<file path="src/design/cb_config.svh">
`ifndef CB_CONFIG_SVH
`define CB_CONFIG_SVH

// node address width and symbol width
`define HT_ADDR_W 8

// words in the node memory
`define HT_DEPTH 256

// path register holds a leading marker 1 followed by the moves
`define CODE_W 128

// code length width covering CODE_W-1 moves
`define LEN_W 7

// child field for no element has the flag set and index 0x80
`define NULL_CHILD 9'h180

`endif

</file>
<file path="src/design/htree_pkg.sv">
`default_nettype none

`include "cb_config.svh"

package htree_pkg;

    // one child slot of a tree node whose flag picks the view
    typedef union packed {
        struct packed {
            logic                  is_sum;   // set when the child is an inner node
            logic [`HT_ADDR_W-1:0] node_idx; // address of that node
        } node;
        struct packed {
            logic                  is_sum;   // clear when the child is a leaf
            logic [`HT_ADDR_W-1:0] symbol;   // leaf symbol
        } leaf;
    } htree_child_u;

    // a stored node word with the left child in the upper half
    typedef struct packed {
        htree_child_u left;
        htree_child_u right;
    } htree_node_t;

endpackage

`default_nettype wire

</file>
<file path="src/design/htree_loader.sv">
`timescale 1ns/1ps
`default_nettype none

`include "cb_config.svh"

module htree_loader
    import htree_pkg::*;
(
    input  logic                  clk,
    input  logic                  rst,
    input  logic                  node_wr,    // one node word per strobe
    input  htree_node_t           node_data,
    input  logic                  load_done,  // closes the current load
    output logic                  mem_we,
    output logic [`HT_ADDR_W-1:0] mem_waddr,
    output htree_node_t           mem_wdata,
    output logic [`HT_ADDR_W-1:0] root_index, // last node of the load
    output logic                  walk_start
);

    logic [`HT_ADDR_W-1:0] wr_ptr;    // next free node address
    logic [`HT_ADDR_W-1:0] last_addr; // most recently written node

    assign mem_we    = node_wr;   // write goes out in the strobe cycle
    assign mem_waddr = wr_ptr;
    assign mem_wdata = node_data;

    always_ff @(posedge clk or posedge rst) begin
        if (rst) begin
            wr_ptr     <= '0;
            last_addr  <= '0;
            root_index <= '0;
            walk_start <= 1'b0;
        end else begin
            walk_start <= load_done; // one cycle behind load_done
            if (node_wr) begin
                wr_ptr    <= wr_ptr + 1'b1;
                last_addr <= wr_ptr;
            end
            if (load_done) begin
                wr_ptr     <= '0; // next load starts again at 0
                root_index <= node_wr ? wr_ptr : last_addr; // root is the last node
            end
        end
    end

endmodule

`default_nettype wire

</file>
<file path="config.mk">
export PLATFORM = sky130hd
export DESIGN_NAME = htree_loader
export DESIGN_NICKNAME = d
export VERILOG_FILES = /design/src/design/htree_pkg.sv /design/src/design/htree_loader.sv
export VERILOG_INCLUDE_DIRS = /design/src /design/src/design
export SDC_FILE = /design/constraint.sdc
export NUM_CORES = 1
export LEC_CHECK = 0
export BUFFER_PORTS_ARGS = -buffer_cell sky130_fd_sc_hd__buf_2
export CAP_MARGIN = 20
export CORE_AREA = 8 8 63 65
export CTS_CLUSTER_SIZE = 24
export DETAILED_ROUTE_END_ITERATION = 10
export DIE_AREA = 0 0 71 73
export PLACE_DENSITY = 0.74
export SYNTH_ARGS = -nofsm -noshare
export SYNTH_HDL_FRONTEND = slang
export SYNTH_SLANG_ARGS = --single-unit
</file>
<file path="constraint.sdc">
create_clock -name clk -period 1.1 [get_ports clk]
set_input_delay 0.22 -clock clk [delete_from_list [all_inputs] [get_ports clk]]
set_output_delay 0.22 -clock clk [all_outputs]
set_load 0.02 [all_outputs]
</file>
# Yosys cells after proc, flatten, opt, wreduce, memory -nomap -nowiden
# Cells that the tools add are included.
[totals] regBits=25 in_bits=22
[op_classes] addsub=1 n_mux=3 n_reduce_logical=1
[op_table] operator="2-to-1 mux 8 bit" count=3
[op_table] operator="adder 8 x 1 -> 8 bit, second input constant" count=1
[op_table] operator="nonzero test 2 bit" count=1

# Longest topological paths before layout
# Gate-level depths: netlist of the first run.
[logic_depth] word_depth=3 depth_mapped=5

# Worst setup path before layout of the first run
# Ideal clock, no wire load.
[synth_timing] kind="register -> register" from="register wr_ptr[0] (netlist: mem_waddr[0])" to="register wr_ptr[7] (netlist: mem_waddr[7])" arrival_ns=1.270 required_ns=1.023 slack_ns=-0.248 path_stages_with_launch=4 n_path_buf=0 path_cell_list="dfrtp_1 nand3_2 or4_1 a21oi_1"
[synth_between] elab_chain_cells=3
[synth_lines] element="start, declared" line_no="htree_loader.sv:21" rtl="logic [`HT_ADDR_W-1:0] wr_ptr;"
[synth_lines] element="start signal, assigned" line_no="htree_loader.sv:37" rtl="wr_ptr <= wr_ptr + 1'b1;"
[synth_lines] element="adder 8 x 1 -> 8 bit" line_no="htree_loader.sv:37"
[synth_lines] element="2-to-1 mux 8 bit" line_no="htree_loader.sv:36" rtl="if (node_wr) begin"
[synth_lines] element="2-to-1 mux 8 bit" line_no="htree_loader.sv:40" rtl="if (load_done) begin"
# Every way passes these cells. The select of a mux whose other input is x is not followed.
# A chain may end at the register's enable or synchronous reset.

# Worst setup path in the final report of the first run
[layout_timing] from="register wr_ptr[1] (netlist: mem_waddr[1])" to="output port mem_waddr[1]"
[layout_rtl] element="end, declared" line_no="htree_loader.sv:15" rtl="output logic [`HT_ADDR_W-1:0] mem_waddr,"
# No word-level cell between the ends.

==> summary.md, run 1 <==
| Metric | Value |
|---|---|
| Status | `finished, violations left` |
| P_leak | `just under 0.8 nW` |
| Via-per-instance ratio | `5.06` |
| Cell Int Power | `1.24 mW` |
| Hold WS | `0.220 ns` |
| Worst Hold Class | `input pin to flop` |
| Flops & latches, synth | `25` |
| Sink Count | `25` |
| CP required | `between 0.8 and 0.9 ns` |
| Routed wire length | `2610 microns` |
| Switching share of total power | `24.9%` |
| Chip height | `about 73 microns` |
| Clock Skews | `0.00665 ns` |
| Area leader, netlist | `dfrtp_1` |
| Yosys warning total | `0` |
| Sequential power share | `roughly 59%` |
| Wire length on met2 | `1340 microns` |
| Crit path depth | `2` |
| Root Buffer | `clkbuf_4` |
| Nets | `between 100 and 150` |
| CTS H-Tree Depth | `1` |
| Worst slew pin tran | `around 0.39 ns` |
| Met3 Routed Length | `~220 microns` |
| Vias in the first global route | `826` |
| Buf/Inv on CP | `2` |
| Final Util | `between 50% and 60%` |
| Die span in x | `71 microns` |
| Area contributors post-synth | `dfrtp_1 54%, mux2_2 16%, buf_4 12%` |
| Min Tclk post-route | `1.27 ns` |
| First-pass GRT wire length | `~4100 microns` |
| Area delta synth->final | `36.6%` |
| Final antenna-violating net count | `0` |
| Tot GR Track Use | `10.2%` |
| Post-synth top cells | `25 x dfrtp_1, 19 x buf_4, 16 x mux2_2, 5 x nor2_1` |
| Drt first-iter violations | `39` |
| Slew headroom | `73.9%` |
| Core box area | `0.00295 sq mm` |
| CTS tree | `yes` |
| Gate power share | `between 15 and 20%` |
| Netlist cell types | `23` |
| Worst skew pair latency | `0.32 ns` |
| Share of the synthesized area in the top cell type | `53.9%` |
| Antenna violations before repair | `0` |
| Worst slack, placed | `-0.224 ns` |
| Critical Path Max Stage Delay | `between 0.4 and 0.5 ns` |
| Via Count | `approximately 750` |
| Rows | `20` |
| RSZ-0062 raised after global routing | `yes` |
| Synth Instances | `92` |
| Syn_nets | `around 120` |
| Initial Util | `around two fifths` |
| Clk slew on worst S/H paths | `around 0.13 ns` |
| Final Max Slew Viols | `0` |
| Clock Path Buffers | `2` |
| Worst Reg-to-Reg Cells | `3` |
| DRT Pass-1 Iters | `4` |
| Max FO, Critical Path | `4` |
| Final setup viols | `18` |
| GP Congestion | `0.723` |
| WP data arrival | `1.05 ns` |
| Top sig layer | `met4` |
| VDD IR max | `0.000611 V` |
| Flop-to-flop setup slack | `-0.15 ns` |
| Crit Path Class | `flop to output pin` |
| Most frequent CP cell | `buf_6` |
| Count leader, synth | `dfrtp_1` |
| N_diodes | `0` |
| Hold depth | `1` |
| Crit path cell chain | `buf_6 -> buf_6` |
| Sequential area share after synthesis | `53.9%` |
| HPWL after DPL | `1620 microns` |
| M1 WL | `roughly 1000 microns` |
| DR DRC count | `0` |
| Max-Cap Viols | `0` |
| Grt ovf | `0` |
| Failing checks | `setup timing` |
| Cell Area, Synth | `0.00116 sq mm` |
| PortBufs | `21` |
| Die Area | `0.00518 sq mm` |
| Top Family by Delay on Critical Path | `flip-flops` |
| WL per Instance | `17.5 microns` |
| Power Density | `around 1000 mW/mm^2` |
| Layout cell share with drive strength beyond 1 | `68.1%` |
| Startpoint Class | `flop` |
| Ys async rst share | `100%` |
| Slowest CP cell | `dfrtp_2` |
| Worst Slack Setup Final | `-0.172 ns` |
| Worst Setup End Kind | `output pin` |
| Final Hold Fails | `0` |
| Fillers | `243` |
| Largest net degree at the start of global routing | `26` |
| Io pins | `58` |
| F_max | `around 790 MHz` |
| Synthesized area per cell | `12.6 sq um` |
| Clock power frac | `24.2%` |
| Period Utilization, post-route | `116%` |
| Post-synth EDFFs | `0` |
| Switching power | `0.413 mW` |
| CTS buffer count | `3` |
| Dominant synthesized flop cell | `dfrtp_1` |
per-layer routing:
metal	vias up	track usage, %
li1	338	-
met1	378	10.5
met2	29	17.2
met4	0	3.46
met3	9	5.49
met5	-	0
kinds of logic after synthesis:
| logic type | count (synthesis) | synth area share (%) |
|---|---|---|
| DFF | 25 | 53.9 |
| adders and majority gates | 1 | 1.08 |
| muxes | 17 | 16.4 |
| and+or+nand+nor | 15 | 7.33 |
| AOI/OAI and AO/OA | 6 | 2.80 |
| xor gates and xnor gates | 4 | 3.02 |
| buffers and inverters | 24 | 15.5 |
flip-flops by register name (all words and copies together) (netlist names):
signal      flops
walk_start      1
root_index      8
mem_waddr       8
last_addr       8
worst paths after layout:
kind	start	endpoint
setup / recovery	mem_waddr[1]$_DFFE_PP0P_	mem_waddr[1]
hold / removal	load_done	walk_start$_DFF_PP0_
setup reg to reg	mem_waddr[1]$_DFFE_PP0P_	root_index[1]$_DFFE_PP0P_
hold reg to reg	last_addr[4]$_DFF_PP0_	last_addr[4]$_DFF_PP0_
max in group asynchronous	rst	mem_waddr[2]$_DFFE_PP0P_
min in group asynchronous	rst	root_index[6]$_DFFE_PP0P_
through the flow:
step                      TNS [ns]  instance area, sq um  power [mW]  cells
after floorplan             -0.609                  1210        1.22     92
after global placement       -1.34                  1240        1.17    133
after detailed placement     -1.81                  1240        1.18    133
after CTS                    -1.47                  1480        1.61    147
after global routing         -2.84                  1590        1.74    149
final                        -1.65                  1590        1.66    149
power by group through the flow:
stage	combinational (mW)	clock [mW]	sequential (mW)
2_1_floorplan	0.197	0	1.02
3_3_place_gp	0.181	0	0.990
3_5_place_dp	0.186	0	0.991
4_1_cts	0.229	0.409	0.975
5_1_grt	0.299	0.460	0.982
6_report	0.278	0.401	0.977
cell usage in the layout (no fill, tap or decap):
cell and instances:
buf_6 27, dfrtp_1 18, mux2_4 14, buf_4 11
dfrtp_2 7, nor2_1 5, buf_2 4, xor2_1 3
a21oi_2 3, clkbuf_4 3, nand4_1 2, o21ai_0 2
mux2_2 2, nand2_4 1, nand3_2 1, nand3_4 1
or3_4 1, nand3_1 1, or3_1 1, inv_1 1
nand2_2 1, o31ai_1 1, or4_4 1, xnor2_2 1
mux2i_1 1, ha_4 1, clkbuf_1 1, dlygate4sd3_1 1
repair_timing:
item,in CTS,in global routing
setup buffers,9,2
endpoints found under the hold margin,25,0
endpoints found under the setup margin,19,32
pin swaps,9,8
gates resized for setup,39,25
hold buffers,1,0
area by class of cell:
cell class | instances | area (sq um) | area share [%]
inverters | 1 | 3.75 | 0.237
well taps | 33 | 41.3 | 2.60
clock buffers | 4 | 26.3 | 1.66
multi-input cells | 43 | 464 | 29.3
flip-flops and latches | 25 | 634 | 40.0
repair buffers | 43 | 417 | 26.3
No activity file was read; power rests on OpenSTA's default activity.
==> run 2: changes to the inputs <==
--- a/config.mk
+++ b/config.mk
@@ -12,6 +12,7 @@
 export CTS_CLUSTER_SIZE = 24
 export DETAILED_ROUTE_END_ITERATION = 10
 export DIE_AREA = 0 0 71 73
+export MAX_ROUTING_LAYER = met4
 export PLACE_DENSITY = 0.74
 export SYNTH_ARGS = -nofsm -noshare
 export SYNTH_HDL_FRONTEND = slang
==> run 2 against run 1 <==
  * Via count increased by 0.13%
  * Clock skew about the same
  * Count of clock-buffer cells in the layout unchanged
  * First-iteration DRC count decreased by 36%
  * Total power about the same
  * Die area did not move
  * Global-route usage increased by 0.27 points
  * The flow still finishes with violations (setup timing)
  * Final area did not move
  * Critical path depth stayed put
  * Cell count is the same
==> summary.md, run 2 (synthesized netlist as in run 1, its figures left out) <==
| Metric | Value |
|---|---|
| Slew headroom | `74.8% (+0.88 points)` |
| Io pins | `58 (unchanged)` |
| Clock Path Buffers | `2 (unchanged)` |
| VDD IR max | `0.000610 V (about the same)` |
| Grt ovf | `0 (unchanged)` |
| Gate power share | `16.7% (about the same)` |
| Final Hold Fails | `0 (unchanged)` |
| Max-Cap Viols | `0 (unchanged)` |
| CTS buffer count | `3 (unchanged)` |
| Vias in the first global route | `829 (+0.36%)` |
| Total power | `1.66 mW (about the same)` |
| Global routing usage on met2 | `17.2% (unchanged)` |
| Power Density | `1040 mW/mm^2 (about the same)` |
| M1 GR Usage | `11.2% (+0.73 points)` |
| Area delta synth->final | `36.6% (unchanged)` |
| Startpoint Class | `flop` |
| CTS H-Tree Depth | `1 (unchanged)` |
| CTS tree | `yes` |
| Final instance area | `0.00159 sq mm (unchanged)` |
| Drt first-iter violations | `25 (-36%)` |
| Final setup viols | `18 (unchanged)` |
| Final Max Slew Viols | `0 (unchanged)` |
| DP Cell Count | `133 (unchanged)` |
| Worst Setup End Kind | `output pin` |
| WP data arrival | `1.05 ns (about the same)` |
| Clock power frac | `24.2% (about the same)` |
| Worst slew pin tran | `0.378 ns (-0.0132 ns)` |
| Antenna violations before repair | `0 (unchanged)` |
| Switching power | `0.413 mW (-0.13%)` |
| Switching share of total power | `24.9% (-0.025 points)` |
| CP required | `0.88 ns (about the same)` |
| Dpl cell area | `0.00124 sq mm (unchanged)` |
| Sequential power share | `59.0% (about the same)` |
| Clock Skews | `0.00668 ns (+0.0000333 ns)` |
| F_max | `786 MHz (about the same)` |
| Worst skew pair latency | `0.32 ns (about the same)` |
| Root Buffer | `clkbuf_4` |
| Core box area | `0.00295 sq mm (unchanged)` |
| HPWL after DPL | `1620 microns (unchanged)` |
| GR Util met3 | `4.26% (-1.2 points)` |
| Nets | `140 (unchanged)` |
| GP Congestion | `0.732 (+1.2%)` |
| Most frequent CP cell | `buf_6` |
| P_leak | `0.772 nW (unchanged)` |
| PortBufs | `21 (unchanged)` |
| N_diodes | `0 (unchanged)` |
| Via-per-instance ratio | `5.07 (+0.13%)` |
| Die Area | `0.00518 sq mm (unchanged)` |
| Via Count | `755 (+0.13%)` |
| Final antenna-violating net count | `0 (unchanged)` |
| Routed wire length | `2600 microns (-0.54%)` |
| Worst Hold Class | `input pin to flop` |
| Top Family by Delay on Critical Path | `flip-flops` |
| Slowest CP cell | `dfrtp_2` |
| Most frequent cells in the layout | `27 x buf_6, 18 x dfrtp_1, 14 x mux2_4, 11 x buf_4, 7 x dfrtp_2` |
| DR DRC count | `0 (unchanged)` |
| Layout cell share with drive strength beyond 1 | `68.1% (unchanged)` |
| Max FO, Critical Path | `4 (unchanged)` |
| Min Tclk post-route | `1.27 ns (-0.000142 ns)` |
| Largest net degree at the start of global routing | `26 (unchanged)` |
| Non-Filler Instances | `149 (unchanged)` |
| Crit Path Class | `flop to output pin` |
| Period Utilization, post-route | `116% (about the same)` |
| WL per Instance | `17.4 microns (-0.54%)` |
| Buf/Inv on CP | `2 (unchanged)` |
| Final Util | `53.7% (unchanged)` |
| DRT Pass-1 Iters | `4 (unchanged)` |
| First-pass GRT wire length | `4100 microns (-0.17%)` |
| GRT Max-Usage Layer | `met2` |
| Failing checks | `setup timing` |
| Status | `finished, violations left` |
| RSZ-0062 raised after global routing | `yes` |
| Rows | `20 (unchanged)` |
| Clk slew on worst S/H paths | `0.13 ns (about the same)` |
| Worst Slack Setup Final | `-0.172 ns (+0.000142 ns)` |
| Commonest non-fill, non-tap cell in the layout | `buf_6` |
| Critical Path Max Stage Delay | `0.48 ns (about the same)` |
| Crit path cell chain | `buf_6 -> buf_6` |
| Worst slack, placed | `-0.224 ns (unchanged)` |
| Die span in x | `71 microns (unchanged)` |
| Cell Int Power | `1.24 mW (about the same)` |
| Tot GR Track Use | `10.4% (+0.27 points)` |
| Sink Count | `25 (unchanged)` |
| Chip height | `73 microns (unchanged)` |
| Initial Util | `39.3% (unchanged)` |
| Fillers | `243 (unchanged)` |
==> run 2: cell counts in the layout (fill, tap and decap cells not counted) <==
Identical to the previous run, type by type.
==> run 2: cell type report <==
class	instances	area (sq um)	area share (%)
Sequential cell	25	634	40.0
Multi-Input combinational cell	43	464	29.3
Timing Repair Buffer	43	417	26.3
Tap cell	33	41.3	2.60
Clock buffer	4	26.3	1.66
Inverter	1	3.75	0.237
==> run 2: final timing paths <==
path	slack, ns	cells after the start	startpoint	end
worst max-delay path	-0.17	2	mem_waddr[1]$_DFFE_PP0P_	mem_waddr[1]
worst min-delay path	0.21	1	load_done	walk_start$_DFF_PP0_
worst max register to register	-0.15	3	mem_waddr[1]$_DFFE_PP0P_	root_index[1]$_DFFE_PP0P_
worst min register to register	0.51	1	last_addr[4]$_DFF_PP0_	last_addr[4]$_DFF_PP0_
max in group asynchronous	0.36	4	rst	mem_waddr[2]$_DFFE_PP0P_
min in group asynchronous	0.48	4	rst	root_index[6]$_DFFE_PP0P_
==> run 2: metal layers <==
layer,routed length [microns],vias up
met3,158,9
met2,1340,27
li1,-,337
met4,29,0
met1,1070,382
met5,0,-
==> run 2: worst reg2reg max path, stage by stage (launching register included) <==
cell and delay, ns:
dfrtp_2 0.48, buf_4 0.15, mux2_4 0.26, mux2_2 0.26
==> run 2: repair_timing <==
action                                  CTS  global route
endpoints found under the hold margin    25             0
buffers inserted                          9             2
gates resized for setup                  39            25
pin swaps                                 9             8
hold buffers                              1             0
endpoints found under the setup margin   19            32
==> run 2: metrics by stage <==
step	TNS, ns	hold slack [ns]
finish	-1.63	0.213
global route	-2.84	0.201
CTS	-1.47	0.176
detailed placement	-1.81	0.295
global placement	-1.34	0.272
floorplan	-0.609	0.247
==> run 2: power groups by stage <==
stage / Combinational [mW] / Clock, mW / Sequential, mW
final: 0.277 / 0.401 / 0.977
after global routing: 0.298 / 0.460 / 0.982
after CTS: 0.229 / 0.409 / 0.975
after detailed placement: 0.186 / 0 / 0.991
after global placement: 0.181 / 0 / 0.990
after floorplan: 0.197 / 0 / 1.02
