[config.mk]
export PLATFORM = sky130hd
export DESIGN_NAME = cb_synthesis
export DESIGN_NICKNAME = d
export VERILOG_FILES = /design/src/design/htree_pkg.sv /design/src/design/codebook_pkg.sv /design/src/design/cb_synthesis.sv
export VERILOG_INCLUDE_DIRS = /design/src /design/src/design
export SDC_FILE = /design/constraint.sdc
export NUM_CORES = 1
export LEC_CHECK = 0
export BUFFER_PORTS_ARGS = -buffer_cell sky130_fd_sc_hd__buf_2
export CORE_ASPECT_RATIO = 1.75
export CORE_MARGIN = 4
export CORE_UTILIZATION = 55
export CTS_BUF_LIST = sky130_fd_sc_hd__clkbuf_4 sky130_fd_sc_hd__clkbuf_8
export DETAILED_ROUTE_END_ITERATION = 7
export HOLD_SLACK_MARGIN = 0.12
export PLACE_DENSITY = 0.87
export SYNTH_ARGS = -nofsm -noshare
export SYNTH_HDL_FRONTEND = slang
export SYNTH_SLANG_ARGS = --single-unit
[constraint.sdc]
create_clock -name clk -period 6 [get_ports clk]
set_clock_uncertainty 0.2 [all_clocks]
set_input_delay 0.6 -clock clk [delete_from_list [all_inputs] [get_ports clk]]
set_output_delay 0.6 -clock clk [all_outputs]
set_load 0.03 [all_outputs]
[src/design/cb_config.svh]
`ifndef CB_CONFIG_SVH
`define CB_CONFIG_SVH

// node address width and symbol width
`define HT_ADDR_W 8

// words in the node memory
`define HT_DEPTH 256

// path register holds a leading marker 1 followed by the moves
`define CODE_W 128

// code length width covering CODE_W-1 moves
`define LEN_W 7

// child field for no element has the flag set and index 0x80
`define NULL_CHILD 9'h180

`endif

[src/design/htree_pkg.sv]
`default_nettype none

`include "cb_config.svh"

package htree_pkg;

    // one child slot of a tree node whose flag picks the view
    typedef union packed {
        struct packed {
            logic                  is_sum;   // set when the child is an inner node
            logic [`HT_ADDR_W-1:0] node_idx; // address of that node
        } node;
        struct packed {
            logic                  is_sum;   // clear when the child is a leaf
            logic [`HT_ADDR_W-1:0] symbol;   // leaf symbol
        } leaf;
    } htree_child_u;

    // a stored node word with the left child in the upper half
    typedef struct packed {
        htree_child_u left;
        htree_child_u right;
    } htree_node_t;

endpackage

`default_nettype wire

[src/design/codebook_pkg.sv]
`default_nettype none

package codebook_pkg;

    // walker FSM states
    typedef enum logic [2:0] {
        INIT,       // idle after reset
        LEFT,       // descend by the left child and append 0
        RIGHT,      // take the right child once and append 1
        TRACK,      // re-walk the stored path from the root
        BACKTRACK,  // undo moves until a left move is found
        SEND,       // wait for the table to store the leaf
        FINISH      // hold after the walk until the next start
    } cb_state_t;

endpackage

`default_nettype wire

[src/design/cb_synthesis.sv]
`timescale 1ns/1ps
`default_nettype none

`include "cb_config.svh"

module cb_synthesis
    import htree_pkg::*, codebook_pkg::*;
(
    input  logic                  clk,
    input  logic                  rst,
    input  logic                  walk_start,
    input  logic [`HT_ADDR_W-1:0] root_index,
    input  htree_node_t           rd_node,
    input  logic                  write_done,
    output logic [`HT_ADDR_W-1:0] rd_index,
    output logic                  char_found,
    output logic [`HT_ADDR_W-1:0] char_symbol,
    output logic [`CODE_W-1:0]    char_code,
    output logic [`LEN_W-1:0]     char_len,
    output logic                  finished
);

    localparam logic [`CODE_W-1:0] CODE_ONE = 1; // empty path holding only the marker

    cb_state_t             state, next_state;
    logic [`CODE_W-1:0]    path, next_path;   // marker then moves with the newest in bit 0
    logic [`LEN_W-1:0]     depth, next_depth; // moves held in path
    logic [`LEN_W-1:0]     pos, next_pos;     // moves replayed in TRACK
    logic                  wait_cycle, next_wait;
    logic [`HT_ADDR_W-1:0] next_index;
    logic                  step_right;        // current move goes right
    htree_child_u          step_c;            // child taken by this move
    logic                  track_bit;         // stored move replayed next

    assign step_right = (state == RIGHT);
    assign step_c     = step_right ? rd_node.right : rd_node.left;
    assign track_bit  = path[depth - pos - 1'b1]; // first move sits highest

    always_comb begin
        next_state  = state;
        next_path   = path;
        next_depth  = depth;
        next_pos    = pos;
        next_wait   = wait_cycle;
        next_index  = rd_index;
        char_found  = 1'b0;
        char_symbol = '0;
        char_code   = '0;
        char_len    = '0;
        case (state)
            INIT: begin
                next_state = INIT; // idle until walk_start
            end
            LEFT, RIGHT: begin
                if (wait_cycle) begin
                    next_wait = 1'b0; // node read still in flight
                end else if (step_c == `NULL_CHILD) begin
                    next_state = FINISH; // single leaf tree or root exhausted
                end else begin
                    next_path  = {path[`CODE_W-2:0], step_right};
                    next_depth = depth + 1'b1;
                    if (step_c.node.is_sum) begin
                        next_index = step_c.node.node_idx;
                        next_wait  = 1'b1;
                        next_state = LEFT; // always go left first in a new subtree
                    end else begin
                        char_found  = 1'b1;
                        char_symbol = step_c.leaf.symbol;
                        char_code   = next_path ^ (CODE_ONE << next_depth); // drop marker
                        char_len    = next_depth;
                        next_state  = SEND;
                    end
                end
            end
            SEND: begin
                if (write_done) begin
                    next_state = BACKTRACK;
                end
            end
            BACKTRACK: begin
                if (depth == '0) begin
                    next_state = FINISH; // every move undone so the tree is fully walked
                end else begin
                    next_path  = {1'b0, path[`CODE_W-1:1]}; // pop newest move
                    next_depth = depth - 1'b1;
                    if (!path[0]) begin
                        // popped a left move whose right sibling is still open
                        next_state = TRACK;
                        next_index = root_index;
                        next_pos   = '0;
                        next_wait  = 1'b1;
                    end
                end
            end
            TRACK: begin
                if (wait_cycle) begin
                    next_wait = 1'b0;
                end else if (pos < depth) begin
                    next_index = track_bit ? rd_node.right.node.node_idx
                                           : rd_node.left.node.node_idx;
                    next_pos   = pos + 1'b1;
                    next_wait  = 1'b1;
                end else begin
                    next_state = RIGHT; // rd_node already holds the parent
                end
            end
            FINISH: begin
                next_state = FINISH;
            end
            default: begin
                next_state = INIT;
            end
        endcase
        if (walk_start) begin
            // restart from the root with an empty path
            next_state = LEFT;
            next_path  = CODE_ONE;
            next_depth = '0;
            next_pos   = '0;
            next_index = root_index;
            next_wait  = 1'b1;
        end
    end

    always_ff @(posedge clk or posedge rst) begin
        if (rst) begin
            state      <= INIT;
            path       <= CODE_ONE;
            depth      <= '0;
            pos        <= '0;
            wait_cycle <= 1'b1;
            rd_index   <= '0;
            finished   <= 1'b0;
        end else begin
            state      <= next_state;
            path       <= next_path;
            depth      <= next_depth;
            pos        <= next_pos;
            wait_cycle <= next_wait;
            rd_index   <= next_index;
            finished   <= (next_state == FINISH) && (state != FINISH); // one pulse
        end
    end

endmodule

`default_nettype wire

# Word-level counts from Yosys, hierarchy flattened
# Index checks and enable logic that the tools add are counted.
# Widths: inputs -> output; s select.
dict set report word_totals {
  regBits 155
  inputBits 30
  output_inout_bits 153
}
dict set report classes {
  add_sub_neg 5
  n_lt_le_gt_ge 2
  eq_ne 16
  shifts 1
  muxes 64
  bitwise_logic 1
  reduce_logical 10
}
# cell n
set ops {}
lappend ops {{$mux 128} 8}
lappend ops {{$pmux 128 s2} 1}
lappend ops {{$shl 1x7->128 const A} 1}
lappend ops {{$xor 128x128->128} 1}
lappend ops {{$mux 8} 13}
lappend ops {{$mux 7} 13}
lappend ops {{$pmux 7 s2} 2}
lappend ops {{$mux 3} 9}
lappend ops {{$ne 3x3->1 const B} 8}
lappend ops {{$pmux 8 s3} 1}
lappend ops {{$pmux 3 s5} 1}
lappend ops {{$add 7x1->7 const B} 2}
lappend ops {{$sub 7x1->7 const B} 2}
lappend ops {{$mux 1} 13}
lappend ops {{$eq 3x3->1 const B} 4}
lappend ops {{$eq 9x9->1 const B} 1}
lappend ops {{$mux 9} 1}
lappend ops {{$lt 7x8->1 const B} 1}
lappend ops {{$reduce_and 8->1} 1}
lappend ops {{$bmux 1 s7} 1}
lappend ops {{$logic_not 7->1} 1}
lappend ops {{$lt 7x7->1} 1}
lappend ops {{$sub 7x7->7} 1}
lappend ops {{$eq 3x2->1 const B} 2}
lappend ops {{other kinds (9)} 10}

# Longest topological paths before layout
# Gate-level depths: netlist of run 1.
dict set report depth {
  depth_word 9
  ltp_mapped 14
  mapped_depth_nobuf 12
}

# Worst setup path before layout of run 1
# No wires, ideal clock.
dict set report synth_timing {
  kind {flip-flop to output port}
  from {reg depth[1]}
  to {out char_code[60]}
  arrival_time_ns 2.763
  t_required_ns 5.200
  path_slack_ns 2.437
  path_stages_with_launch 11
  path_buffers 2
  cell_sequence {dfrtp_1 > ha_1 > buf_2 > nand3_1 > nor3_1 > xnor2_1 > and2_1 > nand2_1 > clkbuf_1 > or3_1 > a21oi_1}
}
dict set report synth_via {
  elab_chain_cells 7
}
# item line
set synth_lines {}
lappend synth_lines {{start, declared} cb_synthesis.sv:27} ;# logic [`LEN_W-1:0] depth, next_depth;
lappend synth_lines {{start signal, assigned} cb_synthesis.sv:137} ;# depth <= next_depth;
lappend synth_lines {{$add 7x1->7} cb_synthesis.sv:61} ;# next_depth = depth + 1'b1;
lappend synth_lines {{$shl 1x7->128} cb_synthesis.sv:69} ;# char_code = next_path ^ (CODE_ONE << next_depth);
lappend synth_lines {{$xor 128x128->128} cb_synthesis.sv:69}
lappend synth_lines {{$mux 128} cb_synthesis.sv:62} ;# if (step_c.node.is_sum) begin
lappend synth_lines {{$mux 128} cb_synthesis.sv:57} ;# end else if (step_c == `NULL_CHILD) begin
lappend synth_lines {{$mux 128} cb_synthesis.sv:55} ;# if (wait_cycle) begin
lappend synth_lines {{$mux 128} cb_synthesis.sv:50} ;# case (state)
lappend synth_lines {{end, declared} cb_synthesis.sv:18} ;# output logic [`CODE_W-1:0] char_code,
# Every way passes these cells.

# Final worst setup path of run 1
dict set report layout_timing {
  from {reg depth[2]}
  to {out char_code[117]}
}
# The elaborated chain is that of the path after synthesis.

==> impl_metrics.json, run 1 <==
{
  "status": "complete, no violations",
  "syn-num-nets": 1633,
  "ant_nets": 0,
  "synth_area_leader_cell": "dfrtp_1",
  "syn2layout_area_growth_pct": 10.5,
  "cts_hold_buf": 0,
  "synth-edff-count": 0,
  "synthDistinctLibCells": 47,
  "drive_above_1_share": 0.152,
  "grt_pass1_vias": 12322,
  "synth_cells": 1583,
  "gp_congestion": 0.902,
  "grt_antenna_before_repair": 0,
  "worst_hold_path_type": "input port to async pin",
  "maxSlewViolCount": 0,
  "post-cts-setup-buffers": 0,
  "drt_iter0_drc": 1445,
  "crit_path_start_kind": "flip-flop",
  "leakage_nw": 6.11,
  "grt_pass1_wl_um": 62600,
  "max_freq_mhz": 205,
  "synth-seq-cells": 155,
  "die_area_mm2": 0.0255,
  "cts_root_buf": "clkbuf_8",
  "fin_crit_sh": 0.813,
  "yosysMostFrequentCell": "nand2_1",
  "grt_max_degree": 190,
  "critPathArrivalTime_ns": 4.08,
  "final_core_util": 0.614,
  "vias": 12759,
  "wl_per_cell_um": 19.8,
  "viasPerCell": 6.49,
  "cp_max_fo": 24,
  "grt-ovfl-total": 0,
  "finalSetupViolCount": 0,
  "synth.area.top_cells": "dfrtp_1, mux2i_1, o31ai_1, nand2_1, or3_1",
  "dpl.hpwl_um": 25800,
  "start_util": 0.556,
  "diodes": 0,
  "critical_path.endpoint_type": "output pin",
  "netlist_area_mm2": 0.0126,
  "relSlewSlack": 0.156,
  "async_reset_ff_frac": 1.00,
  "track_usage": 0.303,
  "cts_sinks": 155,
  "synth_warnings": 0,
  "pre_cts_slack_ns": 1.33,
  "drc": 0,
  "synth_commonest_cells": "nand2_1, mux2i_1, dfrtp_1, o21ai_0, o31ai_1",
  "post-route-min-period_ns": 4.88,
  "core-area_mm2": 0.0227,
  "rows": 73,
  "die_y_um": 208,
  "cts_tree": "built",
  "synth.avg_cell_area_um2": 7.96,
  "synth-main-ff-cell": "dfrtp_1",
  "fp.dieW_um": 122,
  "hold_viol": 0,
  "worstMarginPinSlew_ns": 1.26,
  "totalWireLength_um": 39000,
  "required_ns": 5.20,
  "cts-htree-levels": 4,
  "dr.pass1.iters": 6,
  "rsz0062_at_grt": "no",
  "io_buffer_count": 182,
  "p_per_area_mw_per_mm2": 317,
  "synth_top_area_frac": 0.304,
  "clk_pin_slew_worst_paths_ns": 0.10,
  "setup_ws_ns": 1.12,
  "nNetsFinal": 1703,
  "ir_drop_mv": 0.401,
  "ys_seq_area_frac": 0.308,
  "clockBufferDepth": 2,
  "pin_count": 183,
  "cts_made_buffers": 17,
  "clock_latency_ns": 0.49,
  "finalSetupTns_ns": 0,
  "post_cts_resized": 0,
  "timing.max_cap.violations": 0,
  "critPathKind": "flip-flop to output pin"
}
## path summary, 6_finish.rpt
kind | from | to | slack, ns | cells past startpoint
worst min-delay path | rst | path[55] | 0.12 | 2
worst min register to register | path[127] | path[127] | 0.34 | 2
worst max-delay path | depth[2] | char_code[117] | 1.12 | 6
min in group clk | root_index[6] | rd_index[6] | 0.22 | 2
max in group asynchronous | rst | path[106] | 4.15 | 3
worst max register to register | depth[0] | rd_index[5] | 1.31 | 12
## power breakdown
part / internal (mW) / switching (mW)
registers: 1.09 / 0.0881
clock network: 0.459 / 0.440
logic: 0.828 / 1.51
total: 2.37 / 2.04
## cell usage in the layout, fill, tap and decap left out, types with 8 or more instances in the layout
cell type	count
or3_1	109
clkbuf_8	17
a22oi_1	8
a31oi_1	8
dfrtp_1	153
buf_4	13
xor2_1	29
nor3_1	12
and4_1	9
ha_1	19
nand2_1	212
o31ai_1	129
nand4_1	10
mux2_2	11
inv_1	22
nor2_1	88
a21oi_1	123
buf_2	181
mux2i_1	211
xnor2_1	15
o21ai_0	132
nand3_1	78
## per-stage QoR
stage	power, mW	hold slack, ns	std cells	cell area, um2
final	4.42	0.116	1966	13900
after CTS	4.36	0.171	1966	13900
after global placement	3.41	0.297	1934	13500
after detailed placement	3.48	0.314	1934	13500
after global routing	4.63	0.202	1966	13900
after floorplan	2.98	0.271	1583	12600
## final cells by class
type,count,area [um2]
fillers,1911,8730
inverters,23,91.3
flip-flops and latches,155,3880
well taps,300,375
repair buffers,196,1040
clock buffers,18,241
clock inverters,14,196
multi-input cells,1260,8090
## critical path, cell delays in order, from the launching register on
cell,delay [ns]
dfrtp_1,0.68
nand3_1,0.25
xnor2_1,0.70
nand3_1,0.94
or3_1,0.62
a21oi_1,0.17
buf_2,0.23
## per-layer routing
metal / GRT usage / vias up / wire, um
met4: 0.207 / 0 / 2610
met3: 0.0566 / 169 / 2830
met1: 0.349 / 6069 / 14100
met2: 0.501 / 666 / 19400
met5: 0 / - / 0
li1: - / 5855 / -
## sequential cells by signal, summed over array words and instances, names as in the netlist
name and count:
depth 7, wait_cycle 1, path 128, pos 7, state 3, rd_index 8, finished 1
## cell families (layout without fill, tap and decap cells)
family	count (synthesis)	count (layout)	synth area share
flops	155	155	0.308
xor+xnor	46	46	0.0320
mux	223	223	0.179
fa+ha+maj	20	20	0.0205
buf+inv	168	251	0.0540
simple gates	550	550	0.206
compound gates	421	421	0.200
Power figures use the tool's default switching activity.
==> inputs of run 2 (changes only) <==
ABC_AREA = 1   (was default)
PLACE_DENSITY = 0.9   (was 0.87)
clock period = 3.93 ns   (was 6 ns; I/O delays follow)
==> impl_metrics.json, run 2 <==
{
  "status": "complete, no violations",
  "cts_tree": "built",
  "drc": 0,
  "grt_pass1_vias": 14003,
  "clockBufferDepth": 2,
  "reg.largest.list": "path (128), rd_index (8)",
  "clk_pin_slew_worst_paths_ns": 0.10,
  "ys_seq_area_frac": 0.302,
  "die_area_mm2": 0.0260,
  "yosysMostFrequentCell": "nand2_1",
  "max_freq_mhz": 262,
  "syn2layout_area_growth_pct": 14.2,
  "cts_root_buf": "clkbuf_8",
  "grt_pass1_wl_um": 77400,
  "finalSetupTns_ns": 0,
  "post-route-min-period_ns": 3.81,
  "p_total_mw": 7.84,
  "r2r_end": "rd_index[2]",
  "synth-compound-area-share": 0.260,
  "viasPerCell": 6.35,
  "worstMarginPinSlew_ns": 1.07,
  "async_reset_ff_frac": 1.00,
  "diodes": 0,
  "regMostFlops": "path",
  "synth_top_area_frac": 0.298,
  "relSlewSlack": 0.288,
  "cts_made_buffers": 17,
  "crit_path_start_kind": "flip-flop",
  "final_core_util": 0.642,
  "clock_latency_ns": 0.52,
  "cts-htree-levels": 4,
  "synth_top_family_by_area": "simple AND/OR/NAND/NOR gates",
  "fin_crit_sh": 0.970,
  "core-area_mm2": 0.0228,
  "synth-edff-count": 0,
  "synthDistinctLibCells": 41,
  "drt_iter0_drc": 1815,
  "io_buffer_count": 182,
  "synth.area.top_cells": "dfrtp_1, nand2_1, nand3_1, inv_1, o21ai_2",
  "netlist_area_mm2": 0.0128,
  "rrSetupSlack_ns": 0.33,
  "synth-main-ff-cell": "dfrtp_1",
  "cp_max_fo": 10,
  "cts_sinks": 155,
  "yosys.area_share.simple": 0.272,
  "maxSlewViolCount": 0,
  "start_util": 0.562,
  "drive_above_1_share": 0.195,
  "grt_antenna_before_repair": 0,
  "syn-num-nets": 1990,
  "finalSetupViolCount": 0,
  "required_ns": 3.34,
  "leakage_nw": 6.39,
  "synthAdderAreaFrac": 0.0201,
  "r2r_cells": 16,
  "synth_commonest_cells": "nand2_1, nand3_1, inv_1, nor2_1, dfrtp_1",
  "critical_path.endpoint_type": "output pin",
  "fin_cells": 2383,
  "die_y_um": 210,
  "synth-seq-cells": 155,
  "grt-ovfl-total": 0,
  "largest_reg_flops": 128,
  "rsz0062_at_grt": "yes",
  "ant_nets": 0,
  "fp.dieW_um": 124,
  "ir_drop_mv": 0.553,
  "synth_area_leader_cell": "dfrtp_1",
  "critPathKind": "flip-flop to output pin",
  "rows": 73,
  "hold_viol": 0,
  "p_per_area_mw_per_mm2": 534,
  "track_usage": 0.387,
  "gp_congestion": 0.978,
  "synth_cells": 1940,
  "synth.area.mux_share": 0,
  "crit_path_end": "char_code[51]",
  "synth.avg_cell_area_um2": 6.62,
  "cp-startpoint": "depth[1]",
  "wl_per_cell_um": 21.1,
  "grt_max_degree": 156,
  "synth_xor_area_frac": 0.0244,
  "holdWs_ns": 0.148,
  "synth_warnings": 0,
  "wl_met2_um": 22900,
  "dpl.hpwl_um": 34200,
  "worst_hold_path_type": "input port to flip-flop",
  "top_layer": "met4",
  "r2r_start": "depth[2]",
  "layout.cells.most_common": "nand2_1",
  "nNetsFinal": 2122,
  "pin_count": 183,
  "layout_common_cells": "nand2_1, nand3_1, inv_1",
  "wl_met3_um": 5330,
  "timing.max_cap.violations": 0,
  "vias": 15134,
  "totalWireLength_um": 50300,
  "dp.cells": 2325,
  "dr.pass1.iters": 6,
  "critPathArrivalTime_ns": 3.22,
  "m1WireLength_um": 16900
}
## run 2: how the worst min path moves through the flow
| stage | cells past startpoint | end | start |
|---|---|---|---|
| 3_5_place_dp | 2 | rd_index[0] | rd_index[0] |
| 3_3_place_gp | 2 | rd_index[3] | rd_index[3] |
| 5_1_grt | 7 | rd_index[1] | rd_node[1] |
| 2_1_floorplan | 2 | path[127] | path[127] |
| 4_1_cts | 7 | rd_index[2] | rd_node[11] |
| 6_report | 7 | rd_index[7] | rd_node[7] |
## run 2: final cells by class
class / instances / area (um2)
flip-flops and latches: 155 / 3880
repair buffers: 252 / 1670
clock buffers: 23 / 292
well taps: 300 / 375
clock inverters: 7 / 67.6
inverters: 221 / 843
multi-input cells: 1425 / 7540
fillers: 2080 / 8170
## run 2: critical path, cell delays in order, from the launching register on
cell     delay (ns)
dfrtp_2        0.49
ha_1           0.22
nor2_1         0.17
nor2_4         0.08
inv_2          0.24
nand3_1        0.14
nor2_1         0.70
nand3_1        0.23
o21ai_1        0.18
a21oi_1        0.05
buf_2          0.18
## run 2: repair_timing
action                     4_1_cts  5_1_grt
hold buffers                    20        0
pin swaps                        0        2
hold endpoints to repair       162        0
resized for setup                3       32
setup buffers                    0        7
setup endpoints to repair       16       89
cloned                           0        1
## run 2: stage by stage
| step | setup slack [ns] | area (um2) |
|---|---|---|
| finish | 0.119 | 14700 |
| global placement | 0.472 | 13900 |
| detailed placement | 0.430 | 13900 |
| floorplan | 0.758 | 12800 |
| CTS | 0.0482 | 14500 |
| global route | -0.0590 | 14700 |
## run 2: cell families (layout without fill, tap and decap cells)
group / Yosys count / in the layout
xor+xnor: 34 / 34
flops: 155 / 155
simple gates: 804 / 804
fa+ha+maj: 20 / 20
buf+inv: 360 / 503
compound gates: 567 / 567
## run 2: routing by layer
| metal | GRT usage | vias up |
|---|---|---|
| li1 | - | 6839 |
| met1 | 0.445 | 6897 |
| met2 | 0.609 | 1107 |
| met3 | 0.0913 | 291 |
| met4 | 0.304 | 0 |
| met5 | 0 | - |
## run 2: where the power goes
| group | switching, mW | internal (mW) | leakage (nW) | total [mW] |
|---|---|---|---|---|
| registers | 0.105 | 1.70 | 2.13 | 1.80 |
| logic | 3.47 | 1.35 | 4.07 | 4.82 |
| clock network | 0.659 | 0.553 | 0.193 | 1.21 |
